### src/hdl/stcBusPkg.sv
`default_nettype none

package stcBusPkg;

    // Bus geometry
    localparam int BUS_ADDR_WIDTH = 13;
    localparam int BUS_DATA_WIDTH = 32;
    localparam int BYTE_LANES     = 4;
    localparam int SPACE_SHIFT    = 4;      // Word index below, space number above

    typedef logic [BUS_ADDR_WIDTH-1:0] busAddr_t;
    typedef logic [BUS_DATA_WIDTH-1:0] busData_t;

    // Address spaces
    localparam int TOP_SPACE = 0;
    localparam int STC_SPACE = 1;
    localparam int ADC_SPACE = 2;

    // Word indices, top space
    localparam int REG_VERSION = 0;
    localparam int REG_CONTROL = 1;

    // Word indices, STC space
    localparam int REG_CLOCKS_PER_BIT = 0;
    localparam int REG_PILOT          = 1;

    // Word indices, ADC space
    localparam int REG_ADC_STATUS = 0;

    // Implemented bits of each writable word
    localparam busData_t CONTROL_MASK        = 32'h0000_0fff;
    localparam busData_t CLOCKS_PER_BIT_MASK = 32'h0000_ffff;
    localparam busData_t PILOT_MASK          = 32'h00f1_0fff;

    localparam busData_t VERSION_NUMBER = 32'd530;

endpackage

`default_nettype wire

### src/hdl/stcSignalPkg.sv
`default_nettype none

package stcSignalPkg;

    // Sample widths
    localparam int ADC_WIDTH    = 14;
    localparam int SAMPLE_WIDTH = 18;
    localparam int DAC_WIDTH    = 14;
    localparam int ADC_PAD_BITS = 4;        // Zeros below the ADC code

    typedef logic signed [SAMPLE_WIDTH-1:0] sample_t;

    // DAC source select, unknown codes fall back to the demod
    typedef enum logic [3:0] {
        dacSrcDemod = 4'd0,
        dacSrcStc   = 4'd1
    } dacSource_e;

    // Video switch select lines
    typedef logic [1:0] videoSel_t;

endpackage

`default_nettype wire
### src/hdl/regBusIf.sv
`default_nettype none

interface regBusIf
    import stcBusPkg::*;
();

    logic                    sel;           // ADC space hit
    logic [BYTE_LANES-1:0]   wrLanes;
    logic [SPACE_SHIFT-1:0]  wordIndex;
    busData_t                wrData;
    busData_t                rdData;

    // Decoder side
    modport ctrl (
        output sel, wrLanes, wordIndex, wrData,
        input  rdData
    );

    // Register block side
    modport blk (
        input  sel, wrLanes, wordIndex, wrData,
        output rdData
    );

endinterface

`default_nettype wire

### src/hdl/adcFrontEnd.sv
`default_nettype none

module adcFrontEnd
    import stcBusPkg::*;
    import stcSignalPkg::*;
(
    input  wire                  clk,
    input  wire                  reset,
    input  wire [ADC_WIDTH-1:0]  adc,
    input  wire                  adcOverflow,
    output sample_t              adcSample,
    regBusIf.blk                 regBus
);

    logic [ADC_WIDTH-1:0] adcReg;
    logic                 overflowReg;
    logic                 overflowFlag;
    logic                 clearWrite;

    //**************************************************
    // Reclock and format conversion
    //**************************************************
    always_ff @(posedge clk) begin
        adcReg    <= adc;
        // Offset binary to two's complement, scaled up to sample width
        adcSample <= $signed({~adcReg[ADC_WIDTH-1], adcReg[ADC_WIDTH-2:0],
                              {ADC_PAD_BITS{1'b0}}});
    end

    //**************************************************
    // Sticky overflow status
    //**************************************************
    always_ff @(posedge clk) begin
        if (reset) begin
            overflowReg <= 1'b0;
        end else begin
            overflowReg <= adcOverflow;
        end
    end

    // Write a one to bit 0 to clear
    assign clearWrite = regBus.sel && regBus.wrLanes[0]
                        && (regBus.wordIndex == REG_ADC_STATUS) && regBus.wrData[0];

    always_ff @(posedge clk) begin
        if (reset) begin
            overflowFlag <= 1'b0;
        end else if (clearWrite) begin
            overflowFlag <= 1'b0;               // Clear beats a new overflow
        end else if (overflowReg) begin
            overflowFlag <= 1'b1;
        end
    end

    assign regBus.rdData = (regBus.wordIndex == REG_ADC_STATUS)
                           ? {{(BUS_DATA_WIDTH-1){1'b0}}, overflowFlag}
                           : '0;

endmodule

`default_nettype wire

### src/hdl/busRegs.sv
`default_nettype none

module busRegs
    import stcBusPkg::*;
    import stcSignalPkg::*;
(
    input  wire                   clk,
    input  wire                   reset,
    input  wire                   cs,
    input  wire                   rd,
    input  wire [BYTE_LANES-1:0]  byteWrite,
    input  wire busAddr_t         addr,
    input  wire busData_t         dataIn,
    output busData_t              dataOut,
    output dacSource_e            dac0Source,
    output dacSource_e            dac1Source,
    output logic [15:0]           clocksPerBit,
    output logic [11:0]           pilotOffset,
    output logic                  spectrumInvert,
    output logic [3:0]            stcDacSelect,
    output videoSel_t             video0InSelect,
    output videoSel_t             video0OutSelect,
    output videoSel_t             video1InSelect,
    output videoSel_t             video1OutSelect,
    regBusIf.ctrl                 regBus
);

    logic [BUS_ADDR_WIDTH-SPACE_SHIFT-1:0] space;
    logic [SPACE_SHIFT-1:0]                wordIndex;
    logic                                  busWrite;
    logic                                  topWrite;
    logic                                  stcWrite;

    busData_t controlReg;
    busData_t clocksPerBitReg;
    busData_t pilotReg;
    busData_t readMux;

    // Merge the enabled byte lanes of data into current
    function automatic busData_t laneWrite(input busData_t current, input busData_t data,
                                           input logic [BYTE_LANES-1:0] lanes);
        busData_t merged;
        merged = current;
        for (int lane = 0; lane < BYTE_LANES; lane++) begin
            if (lanes[lane]) begin
                merged[8*lane +: 8] = data[8*lane +: 8];
            end
        end
        return merged;
    endfunction

    // Board routes select lines 1 and 2 crossed
    function automatic videoSel_t swapVideo(input videoSel_t sel);
        case (sel)
            2'd1:    return 2'd2;
            2'd2:    return 2'd1;
            default: return sel;
        endcase
    endfunction

    //**************************************************
    // Address decode
    //**************************************************
    assign space     = addr[BUS_ADDR_WIDTH-1:SPACE_SHIFT];
    assign wordIndex = addr[SPACE_SHIFT-1:0];
    assign busWrite  = cs && (|byteWrite);
    assign topWrite  = busWrite && (space == TOP_SPACE);
    assign stcWrite  = busWrite && (space == STC_SPACE);

    // ADC block gets its own select, lanes gated by cs
    assign regBus.sel       = cs && (space == ADC_SPACE);
    assign regBus.wrLanes   = cs ? byteWrite : '0;
    assign regBus.wordIndex = wordIndex;
    assign regBus.wrData    = dataIn;

    //**************************************************
    // Configuration registers
    //**************************************************
    always_ff @(posedge clk) begin
        if (reset) begin
            controlReg      <= '0;
            clocksPerBitReg <= '0;
            pilotReg        <= '0;
        end else begin
            if (topWrite && wordIndex == REG_CONTROL) begin
                controlReg <= laneWrite(controlReg, dataIn, byteWrite) & CONTROL_MASK;
            end
            if (stcWrite && wordIndex == REG_CLOCKS_PER_BIT) begin
                clocksPerBitReg <= laneWrite(clocksPerBitReg, dataIn, byteWrite)
                                   & CLOCKS_PER_BIT_MASK;
            end
            if (stcWrite && wordIndex == REG_PILOT) begin
                pilotReg <= laneWrite(pilotReg, dataIn, byteWrite) & PILOT_MASK;
            end
        end
    end

    assign dac0Source = dacSource_e'(controlReg[3:0]);
    assign dac1Source = dacSource_e'(controlReg[7:4]);

    assign video0InSelect  = controlReg[9:8];
    assign video1InSelect  = controlReg[11:10];
    assign video0OutSelect = swapVideo(controlReg[9:8]);
    assign video1OutSelect = swapVideo(controlReg[11:10]);

    // STC core settings
    assign clocksPerBit   = clocksPerBitReg[15:0];
    assign pilotOffset    = pilotReg[11:0];
    assign spectrumInvert = pilotReg[16];
    assign stcDacSelect   = pilotReg[23:20];

    //**************************************************
    // Read data mux
    //**************************************************
    always_comb begin
        readMux = '0;   // Unmapped words read zero
        case (space)
            TOP_SPACE: begin
                case (wordIndex)
                    REG_VERSION: readMux = VERSION_NUMBER;
                    REG_CONTROL: readMux = controlReg;
                    default:     readMux = '0;
                endcase
            end
            STC_SPACE: begin
                case (wordIndex)
                    REG_CLOCKS_PER_BIT: readMux = clocksPerBitReg;
                    REG_PILOT:          readMux = pilotReg;
                    default:            readMux = '0;
                endcase
            end
            ADC_SPACE: readMux = regBus.rdData;
            default:   readMux = '0;
        endcase
    end

    // One cycle read latency, held until the next read
    always_ff @(posedge clk) begin
        if (reset) begin
            dataOut <= '0;
        end else if (cs && rd) begin
            dataOut <= readMux;
        end
    end

endmodule

`default_nettype wire

### src/hdl/dacChannel.sv
`default_nettype none

module dacChannel
    import stcSignalPkg::*;
(
    input  wire                    clk,
    input  wire                    reset,
    input  wire dacSource_e        source,
    input  wire sample_t           demodData,
    input  wire sample_t           stcData,
    input  wire                    demodEn,
    input  wire                    stcEn,
    output logic [DAC_WIDTH-1:0]   dacData
);

    sample_t selData;
    logic    selEn;
    sample_t chosenData;
    logic    chosenEn;
    sample_t holdData;

    //**************************************************
    // Source select
    //**************************************************
    always_comb begin
        case (source)
            dacSrcStc: begin
                selData = stcData;
                selEn   = stcEn;
            end
            default: begin
                selData = demodData;            // Demod for any other code
                selEn   = demodEn;
            end
        endcase
    end

    always_ff @(posedge clk) begin
        chosenData <= selData;
    end

    always_ff @(posedge clk) begin
        if (reset) begin
            chosenEn <= 1'b0;
        end else begin
            chosenEn <= selEn;
        end
    end

    // Zero order hold between enables
    always_ff @(posedge clk) begin
        if (reset) begin
            holdData <= '0;
        end else if (chosenEn) begin
            holdData <= chosenData;
        end
    end

    //**************************************************
    // Offset binary output
    //**************************************************
    always_ff @(posedge clk) begin
        if (reset) begin
            dacData <= {1'b1, {(DAC_WIDTH-1){1'b0}}};   // Midscale
        end else begin
            dacData <= {~holdData[SAMPLE_WIDTH-1],
                        holdData[SAMPLE_WIDTH-2:SAMPLE_WIDTH-DAC_WIDTH]};
        end
    end

endmodule

`default_nettype wire

### src/hdl/demodBoardTop.sv
`default_nettype none

module demodBoardTop
    import stcBusPkg::*;
    import stcSignalPkg::*;
(
    input  wire                   clk,
    input  wire                   reset,

    // Register bus
    input  wire                   cs,
    input  wire                   rd,
    input  wire [BYTE_LANES-1:0]  byteWrite,
    input  wire busAddr_t         addr,
    input  wire busData_t         dataIn,
    output busData_t              dataOut,

    // ADC
    input  wire [ADC_WIDTH-1:0]   adc,
    input  wire                   adcOverflow,
    output sample_t               adcSample,

    // Sample streams from the cores
    input  wire sample_t          demodDac0Data,
    input  wire sample_t          demodDac1Data,
    input  wire sample_t          stcDac0Data,
    input  wire sample_t          stcDac1Data,
    input  wire                   demodDac0En,
    input  wire                   demodDac1En,
    input  wire                   stcDac0En,
    input  wire                   stcDac1En,
    input  wire                   pilotFound,
    input  wire                   pilotLocked,

    // DACs
    output logic [DAC_WIDTH-1:0]  dac0Data,
    output logic [DAC_WIDTH-1:0]  dac1Data,
    output logic                  dac0Clk,
    output logic                  dac1Clk,

    // STC core settings
    output logic [15:0]           clocksPerBit,
    output logic [11:0]           pilotOffset,
    output logic                  spectrumInvert,
    output logic [3:0]            stcDacSelect,

    // Video switch and LEDs
    output videoSel_t             video0InSelect,
    output videoSel_t             video0OutSelect,
    output videoSel_t             video1InSelect,
    output videoSel_t             video1OutSelect,
    output logic                  lockLed0n,
    output logic                  lockLed1n
);

    dacSource_e dac0Source;
    dacSource_e dac1Source;

    regBusIf regBus ();

    //**************************************************
    // Control
    //**************************************************
    busRegs u_busRegs (
        .clk             (clk),
        .reset           (reset),
        .cs              (cs),
        .rd              (rd),
        .byteWrite       (byteWrite),
        .addr            (addr),
        .dataIn          (dataIn),
        .dataOut         (dataOut),
        .dac0Source      (dac0Source),
        .dac1Source      (dac1Source),
        .clocksPerBit    (clocksPerBit),
        .pilotOffset     (pilotOffset),
        .spectrumInvert  (spectrumInvert),
        .stcDacSelect    (stcDacSelect),
        .video0InSelect  (video0InSelect),
        .video0OutSelect (video0OutSelect),
        .video1InSelect  (video1InSelect),
        .video1OutSelect (video1OutSelect),
        .regBus          (regBus.ctrl)
    );

    //**************************************************
    // Datapath
    //**************************************************
    adcFrontEnd u_adcFrontEnd (
        .clk         (clk),
        .reset       (reset),
        .adc         (adc),
        .adcOverflow (adcOverflow),
        .adcSample   (adcSample),
        .regBus      (regBus.blk)
    );

    dacChannel u_dac0 (
        .clk       (clk),
        .reset     (reset),
        .source    (dac0Source),
        .demodData (demodDac0Data),
        .stcData   (stcDac0Data),
        .demodEn   (demodDac0En),
        .stcEn     (stcDac0En),
        .dacData   (dac0Data)
    );

    dacChannel u_dac1 (
        .clk       (clk),
        .reset     (reset),
        .source    (dac1Source),
        .demodData (demodDac1Data),
        .stcData   (stcDac1Data),
        .demodEn   (demodDac1En),
        .stcEn     (stcDac1En),
        .dacData   (dac1Data)
    );

    assign dac0Clk = clk;       // DACs run on the system clock
    assign dac1Clk = clk;

    assign lockLed0n = pilotFound;
    assign lockLed1n = pilotLocked;

endmodule

`default_nettype wire

### config.mk
export PLATFORM = sky130hd
export DESIGN_NAME = demodBoardTop
export DESIGN_NICKNAME = d
export VERILOG_FILES = /design/src/hdl/stcBusPkg.sv /design/src/hdl/stcSignalPkg.sv /design/src/hdl/regBusIf.sv /design/src/hdl/adcFrontEnd.sv /design/src/hdl/busRegs.sv /design/src/hdl/dacChannel.sv /design/src/hdl/demodBoardTop.sv
export SDC_FILE = /design/constraint.sdc
export NUM_CORES = 1
export LEC_CHECK = 0
export ABC_AREA = 1
export BUFFER_PORTS_ARGS = -buffer_cell sky130_fd_sc_hd__buf_2
export CAP_MARGIN = 20
export CELL_PAD_IN_SITES_DETAIL_PLACEMENT = 0
export CELL_PAD_IN_SITES_GLOBAL_PLACEMENT = 1
export CORE_MARGIN = 2
export CORE_UTILIZATION = 36
export DETAILED_ROUTE_END_ITERATION = 8
export PLACE_DENSITY_LB_ADDON = 0.1
export SLEW_MARGIN = 20
export SYNTH_ARGS = -nofsm -noshare
export SYNTH_HDL_FRONTEND = slang
export SYNTH_HIERARCHICAL = 1
export SYNTH_SLANG_ARGS = --single-unit
### constraint.sdc
create_clock -name clk -period 1.55 [get_ports clk]
set_input_delay 0.155 -clock clk [delete_from_list [all_inputs] [get_ports clk]]
set_output_delay 0.155 -clock clk [all_outputs]
set_load 0.02 [all_outputs]
==> results.yml, run 1 <==
status:
  status: "finished, violations left"
  violations: "negative setup slack"
logic_synthesis:
  ys_warn_count: 6
  synth_area_mm2: 0.00764
  synth_area_per_cell_um2: 7.68
  syn-instance-count: 995
global_route:
  met2_usage: 0.337
  grt_overflow_total: 0
  grt_start_max_net_pins: 57
  grt_pass1_vias: 6708
  grt.busiest_layer: "met2"
  grt_antenna_before_repair: 0
  use_met3: 0.0454
  grtUsageMet1: 0.239
  track_usage: 0.194
  grt_pass1_wl_um: 33800
routing:
  wire_per_inst_um: 13.4
  drc: 0
  vias: 7134
  drtAntennaViolNets: 0
  drt-vias-per-instance: 4.39
  wirelength_um: 21800
  dr.pass1.iters: 4
  drtIter0Drc: 259
placed_design:
  dp_slack_ps: -21.9
  dp_cells: 1485
  dpl.hpwl_um: 14900
  io_buffers: 233
  gp_congestion: 0.786
setup_path:
  r2r_slack_ps: 310
  cp.depth: 5
  cp-end-kind: "output port"
  worstPathMaxFanout: 4
  cp.arrival_ps: 1520
  cpMaxStageDelayCell: "dfxtp_2"
  critPathKind: "reg -> out"
  critPathBufInv: 2
  crit_end: "video1OutSelect[0]"
  r2r_end: "u_dac1/chosenData[9]"
  timing.rr.start: "u_busRegs/controlReg[4]"
  cp.required_ps: 1390
  max_stage_delay_ps: 340
  critPathLaunch: "u_busRegs/controlReg[10]"
  crit_family: "flip-flops"
  worstRegToRegCells: 5
  worstPathCellList: "inv_2 -> ha_4 -> nor2_1 -> a21oi_1 -> buf_4"
  cp-start-kind: "register"
sta:
  slew_violations: 0
  timing_hold_violations_final: 0
  rsz0062_at_grt: "true"
  fin_ws_ps: -128
  clock.fmax_ghz: 0.596
  finalSetupViolCount: 4
  relSlewSlack: 0.555
  tightestPinTransition_ps: 664
  min_period_ps: 1680
  fin_skew_ps: 9.03
  holdWs_ps: 37.6
  finalCritPeriodShare: 1.08
job:
  maxCapViolations: 0
final_layout:
  n_antenna_cell: 0
  nets: 1487
  fin_cells: 1625
  fill_cells: 2115
  area_growth_pct: 42.0
  drive_gt1_frac: 0.261
pwr:
  internal_power_mw: 8.31
  p_per_area_mw_per_mm2: 1030
  leakagePower_nw: 5.20
  p_comb_frac: 0.085
  peakVddDrop_uv: 826
  switching_share: 0.259
  finalPower_mw: 11.2
  power.net_switching_mw: 2.90
  clkPwrFrac: 0.454
  p_seq_frac: 0.461
hold_path:
  hp-class: "in -> reg"
  hold_path_depth: 5
cts:
  cts_tree: "done"
  clock_latency_ps: 550
  clk_pin_slew_ps: 70
die:
  die_h_um: 150
  initial_utilization: 0.365
  pin_count: 269
  rows: 53
  coreArea_mm2: 0.0210
  dieWidth_um: 150
  dieArea_mm2: 0.0224
==> area by class of cell <==
cell class                      instances  area (um2)  area share
Tap cell                              275         344      0.0317
Timing Repair Buffer                  375        2560       0.236
Inverter                               77         292      0.0269
Clock inverter                         13         159      0.0146
Sequential cell                       193        3870       0.357
Clock buffer                           25         563      0.0519
Multi-Input combinational cell        667        3050       0.281
==> sequential cells by signal (all words and copies together) (netlist names), 12 cells and up <==
name                       cells
u_busRegs/pilotReg            17
u_dac1/dacData                14
u_busRegs/clocksPerBitReg     16
u_adcFrontEnd/adcReg          14
u_dac0/holdData               14
u_busRegs/dataOut             32
u_adcFrontEnd/adcSample       14
u_dac0/dacData                14
u_busRegs/controlReg          12
u_dac1/chosenData             14
u_dac0/chosenData             14
u_dac1/holdData               14
==> per-stage QoR <==
| stage | area, um2 | TNS [ps] | utilization |
|---|---|---|---|
| 2_1_floorplan | 7770 | 0 | - |
| 3_3_place_gp | 9040 | -1.59 | 0.432 |
| 3_5_place_dp | 9040 | -119 | 0.432 |
| 4_1_cts | 10800 | -559 | 0.516 |
| 5_1_grt | 10900 | -737 | 0.518 |
| 6_report | 10900 | -471 | 0.518 |
==> per-layer routing <==
metal | vias to the layer above | wire length [um]
met5 | - | 0
met4 | 0 | 332
met3 | 23 | 1020
met2 | 172 | 10800
met1 | 3186 | 9620
li1 | 3753 | -
==> repair_timing <==
action / CTS / global route
hold buffers: 99 / 0
pin swaps: 4 / 3
buffers inserted: 3 / 2
endpoints found under the hold margin: 91 / 0
setup endpoints to repair: 4 / 11
resized for setup: 17 / 4
==> tightest hold or removal path, stage by stage <==
cell and delay, ps:
buf_2 90, nor2_1 40, nand2_1 140, nor2_2 40
nor2_1 70
==> power groups by stage <==
stage          Combinational (mW)  Sequential [mW]  Clock, mW
2_1_floorplan               0.415             5.37      0.151
3_3_place_gp                0.755             5.29      0.121
3_5_place_dp                0.756             5.29      0.121
4_1_cts                     0.953             5.17       5.24
5_1_grt                      1.06             5.19       5.45
6_report                    0.951             5.17       5.09
==> placed cells by master (no fill, tap or decap), drive strengths merged <==
cell and count:
dlygate4sd3 99, buf 278, nand4 5, o21ai 53, dfxtp 193, clkinv 7, clkbuf 23, nand2 223
a21oi 64, inv 83, nand3 120, o21bai 1, ha 4, nand3b 1, conb 35, nor3 4
nor2 156, nor4 1
==> how the worst min path moves through the flow <==
| stage | endpoint | slack [ps] | start |
|---|---|---|---|
| 3_3_place_gp | u_adcFrontEnd/adcReg[10] | 260 | adc[10] |
| 5_1_grt | u_adcFrontEnd/overflowFlag | 50 | addr[0] |
| 6_report | u_adcFrontEnd/overflowFlag | 40 | addr[0] |
| 3_5_place_dp | u_adcFrontEnd/adcReg[2] | 260 | adc[2] |
| 2_1_floorplan | u_adcFrontEnd/adcReg[0] | 180 | adc[0] |
| 4_1_cts | u_adcFrontEnd/overflowFlag | 6 | addr[0] |
Note: power is estimated with default switching activity, not from simulation.
==> run 2: changes to the inputs <==
--- a/config.mk
+++ b/config.mk
@@ -5,13 +5,13 @@
 export SDC_FILE = /design/constraint.sdc
 export NUM_CORES = 1
 export LEC_CHECK = 0
-export ABC_AREA = 1
+export ABC_AREA = 0
 export BUFFER_PORTS_ARGS = -buffer_cell sky130_fd_sc_hd__buf_2
 export CAP_MARGIN = 20
 export CELL_PAD_IN_SITES_DETAIL_PLACEMENT = 0
 export CELL_PAD_IN_SITES_GLOBAL_PLACEMENT = 1
 export CORE_MARGIN = 2
-export CORE_UTILIZATION = 36
+export CORE_UTILIZATION = 37
 export DETAILED_ROUTE_END_ITERATION = 8
 export PLACE_DENSITY_LB_ADDON = 0.1
 export SLEW_MARGIN = 20
==> results.yml, run 2 <==
placed_design:
  io_buffers: 232
  dpl.hpwl_um: 13300
  dp_slack_ps: -390
  dp_cells: 1170
  gp_congestion: 0.774
final_layout:
  fill_cells: 1750
  largest_reg_flops: 32
  fin_cells: 1304
  largestRegisters: "u_busRegs/dataOut (32), u_busRegs/pilotReg (17), u_busRegs/clocksPerBitReg (16)"
  drive_gt1_frac: 0.369
  nets: 1175
  top_register: "u_busRegs/dataOut"
  area_growth_pct: 45.8
  mostFrequentLayoutCell: "buf_2"
  final_cell_mix: "buf_2, dfxtp_1, dlygate4sd3_1"
sta:
  clock.fmax_ghz: 0.567
  rsz0062_at_grt: "true"
  min_period_ps: 1760
  slew_violations: 0
  timing_hold_violations_final: 0
  fin_skew_ps: 7.55
  finalSetupViolCount: 4
  fin_ws_ps: -214
  finalCritPeriodShare: 1.14
die:
  pin_count: 269
  die_h_um: 144
  rows: 51
  dieWidth_um: 144
  dieArea_mm2: 0.0208
  initial_utilization: 0.375
  coreArea_mm2: 0.0194
global_route:
  grt_start_max_net_pins: 85
  grt_antenna_before_repair: 1
  grt_overflow_total: 0
  grt_pass1_wl_um: 29600
  track_usage: 0.185
  grt_pass1_vias: 5802
routing:
  drc: 0
  dr.pass1.iters: 5
  wire_per_inst_um: 14.8
  drtAntennaViolNets: 0
  drt-vias-per-instance: 4.50
  vias: 5867
  wirelength_um: 19300
  drtIter0Drc: 194
hold_path:
  hp-start: "addr[4]"
  hold_path_depth: 4
  hold_path_end: "u_busRegs/dataOut[3]"
  hp-class: "in -> reg"
pwr:
  finalPower_mw: 11.1
  leakagePower_nw: 4.82
  p_per_area_mw_per_mm2: 1050
  peakVddDrop_uv: 745
setup_path:
  timing.rr.start: "u_busRegs/controlReg[5]"
  cp.required_ps: 1390
  cp.arrival_ps: 1610
  r2r_end: "u_dac1/chosenData[5]"
  critPathKind: "reg -> out"
  cp-end-kind: "output port"
  critPathLaunch: "u_busRegs/controlReg[10]"
  worstRegToRegCells: 3
  cp-start-kind: "register"
  r2r_slack_ps: 150
  worstPathMaxFanout: 2
logic_synthesis:
  ys_warn_count: 6
  synth_area_per_cell_um2: 10.7
  syn-instance-count: 677
  synth_area_mm2: 0.00727
cts:
  clk_pin_slew_ps: 80
  clock_latency_ps: 540
  cts_tree: "done"
status:
  violations: "negative setup slack"
  status: "finished, violations left"
job:
  maxCapViolations: 0
==> run 2: cell count changes in the layout (fill, tap and decap cells not counted), sizes merged, moves of 9 or more <==
cell / change
mux2: +44
a32oi: +21
o21ai: -31
mux2i: +70
a22oi: +9
nand3: -106
nor2: -109
inv: -68
nand2b: +44
a21oi: -48
nand2: -192
nor2b: +28
==> run 2: area by class of cell <==
cell class / count / area [um2] / area share
flip-flops and latches: 193 / 3870 / 0.365
multi-input cells: 428 / 3100 / 0.293
repair buffers: 370 / 2530 / 0.239
clock buffers: 23 / 536 / 0.0505
well taps: 265 / 332 / 0.0313
clock inverters: 15 / 191 / 0.0181
inverters: 9 / 33.8 / 0.00319
diodes: 1 / 2.50 / 0.000236
==> run 2: what timing repair did <==
action	CTS	global route
cloned	0	0
buffers inserted	1	0
endpoints found under the setup margin	4	4
gates resized for setup	22	0
endpoints found under the hold margin	91	0
hold buffers	96	0
pin swaps	2	2
==> run 2: where the power goes <==
group / leakage (nW) / internal (mW) / switching, mW
clock: 0.355 / 2.81 / 2.31
combinational: 2.89 / 0.465 / 0.393
sequential: 1.58 / 5.09 / 0.0440
total: 4.82 / 8.37 / 2.74
==> run 2: worst max path at each step <==
stage / slack, ps / to / cells past startpoint
floorplan: -320 / u_busRegs/controlReg[0] / 5
global placement: -280 / u_busRegs/dataOut[20] / 7
detailed placement: -390 / u_busRegs/dataOut[21] / 7
CTS: -240 / video1OutSelect[1] / 4
global route: -270 / video1OutSelect[0] / 4
finish: -210 / video1OutSelect[1] / 4
==> run 2: metrics by stage <==
stage | hold WS, ps | utilization | instance area [um2] | TNS [ps]
after global placement | 259 | 0.455 | 8840 | -11780
after floorplan | 183 | - | 7450 | -5070
after detailed placement | 259 | 0.455 | 8840 | -13180
final | 51.0 | 0.546 | 10600 | -836
after global routing | 59.1 | 0.546 | 10600 | -1060
after CTS | 21.8 | 0.546 | 10600 | -950
==> run 2: worst max-delay path, cell delays in order, from the launching register on <==
cell and delay [ps]:
dfxtp_2 340, inv_2 50, ha_4 270, mux2_4 300, buf_6 130
==> run 2: layer usage <==
layer,GRT usage,part of all wire,up-vias
li1,-,-,2962
met1,0.234,0.45,2696
met2,0.302,0.47,192
met3,0.0579,0.065,17
met4,0.0567,0.0098,0
met5,0,0,-
==> run 3: changes to the inputs <==
--- a/config.mk
+++ b/config.mk
@@ -11,7 +11,7 @@
 export CELL_PAD_IN_SITES_DETAIL_PLACEMENT = 0
 export CELL_PAD_IN_SITES_GLOBAL_PLACEMENT = 1
 export CORE_MARGIN = 2
-export CORE_UTILIZATION = 37
+export CORE_UTILIZATION = 34
 export DETAILED_ROUTE_END_ITERATION = 8
 export PLACE_DENSITY_LB_ADDON = 0.1
 export SLEW_MARGIN = 20
==> constraint.sdc (replaced) <==
create_clock -name clk -period 1.62 [get_ports clk]
set_input_delay 0.162 -clock clk [delete_from_list [all_inputs] [get_ports clk]]
set_output_delay 0.162 -clock clk [all_outputs]
set_load 0.02 [all_outputs]
==> results.yml, run 3 (same netlist as run 2, synthesis figures left out) <==
status:
  status: "finished, violations left"
  violations: "negative setup slack"
routing:
  drtAntennaViolNets: 0
  drtIter0Drc: 142
  drt-vias-per-instance: 4.47
  drc: 0
  wire_per_inst_um: 14.8
  vias: 5873
  wirelength_um: 19500
  dr.pass1.iters: 4
placed_design:
  gp_congestion: 0.805
  dpl.hpwl_um: 13400
  io_buffers: 232
  dp_cells: 1180
global_route:
  grt_antenna_before_repair: 1
  track_usage: 0.175
  grt_overflow_total: 0
  grt_pass1_vias: 5993
  grt_pass1_wl_um: 30500
  grt_start_max_net_pins: 69
sta:
  finalCritPeriodShare: 1.11
  fin_skew_ps: 11.8
  finalSetupViolCount: 4
  tns_ps: -719
  slew_violations: 0
  timing_hold_violations_final: 0
  min_period_ps: 1800
  rsz0062_at_grt: "true"
  clock.fmax_ghz: 0.554
  fin_ws_ps: -184
setup_path:
  cp-end-kind: "output port"
  cp.required_ps: 1460
  worstPathMaxFanout: 2
  max_stage_delay_ps: 350
  critPathBufInv: 2
  timing.rr.start: "u_busRegs/controlReg[5]"
  crit_end: "video1OutSelect[1]"
  cp-start-kind: "register"
  cp.depth: 4
  cp.arrival_ps: 1640
  worstPathCellList: "inv_2 -> ha_4 -> mux2_4 -> buf_6"
  crit_family: "flip-flops"
  worstRegToRegCells: 3
  critPathLaunch: "u_busRegs/controlReg[10]"
  r2r_end: "u_dac1/chosenData[16]"
  cpMaxStageDelayCell: "dfxtp_2"
  critPathKind: "reg -> out"
  r2r_slack_ps: 250
final_layout:
  largestRegisters: "u_busRegs/dataOut (32), u_busRegs/pilotReg (17), u_busRegs/clocksPerBitReg (16)"
  mostFrequentLayoutCell: "buf_2"
  fin_cells: 1315
  nets: 1177
  ff_latch_area_mm2: 0.00387
  multi_input_area_mm2: 0.00308
  final_cell_mix: "buf_2, dfxtp_1, dlygate4sd3_1"
  n_antenna_cell: 0
  largest_reg_flops: 32
  area_growth_pct: 46.0
  final_util: 0.505
  top_register: "u_busRegs/dataOut"
  drive_gt1_frac: 0.364
  fill_cells: 1901
cts:
  cts_tree: "done"
  clk_pin_slew_ps: 80
  clock_latency_ps: 550
die:
  rows: 53
  coreArea_mm2: 0.0210
  dieWidth_um: 150
  initial_utilization: 0.346
  dieArea_mm2: 0.0226
  die_h_um: 150
  pin_count: 269
pwr:
  leakagePower_nw: 4.83
  finalPower_mw: 10.7
  p_per_area_mw_per_mm2: 1010
  peakVddDrop_uv: 704
job:
  maxCapViolations: 0
hold_path:
  hp-class: "in -> reg"
==> run 3: how the worst min path moves through the flow <==
stage,from,depth (start not counted),to
global route,addr[2],3,u_adcFrontEnd/overflowFlag
floorplan,adc[0],0,u_adcFrontEnd/adcReg[0]
global placement,adc[13],1,u_adcFrontEnd/adcReg[13]
detailed placement,adc[7],1,u_adcFrontEnd/adcReg[7]
finish,byteWrite[0],4,u_adcFrontEnd/overflowFlag
CTS,byteWrite[0],4,u_adcFrontEnd/overflowFlag
==> run 3: layout make-up <==
type / instances / share of cell area
clock inverters: 15 / 0.0197
flip-flops and latches: 193 / 0.365
repair buffers: 372 / 0.239
multi-input cells: 428 / 0.290
well taps: 275 / 0.0324
clock buffers: 23 / 0.0505
inverters: 9 / 0.00318
==> run 3: repair_timing <==
action	CTS	global route
pin swaps	1	1
hold buffers	98	0
resized for setup	21	0
endpoints found under the hold margin	103	0
buffers inserted	1	0
setup endpoints to repair	4	4
==> run 3: power breakdown <==
part           total, mW  internal, mW  switching [mW]
sequential          4.92          4.87          0.0418
combinational      0.817         0.444           0.374
clock               5.00          2.71            2.29
==> run 3: per-layer routing <==
layer,vias up,part of all wire,global-route usage
li1,2969,-,-
met1,2714,0.45,0.216
met2,168,0.48,0.293
met3,20,0.059,0.0527
met4,2,0.0087,0.0538
met5,-,0.00062,0
==> run 3: worst register-to-register path, stage by stage (launching register included) <==
cell and delay [ps]:
dfxtp_1 350, nor4b_4 360, buf_12 200, mux2_2 360
==> run 3: stage by stage <==
| step | setup slack, ps | hold slack, ps | area [um2] |
|---|---|---|---|
| CTS | -210 | 2.83 | 10600 |
| global route | -231 | 59.7 | 10600 |
| floorplan | -254 | 190 | 7420 |
| global placement | -216 | 264 | 8820 |
| finish | -184 | 29.2 | 10600 |
| detailed placement | -279 | 266 | 8820 |
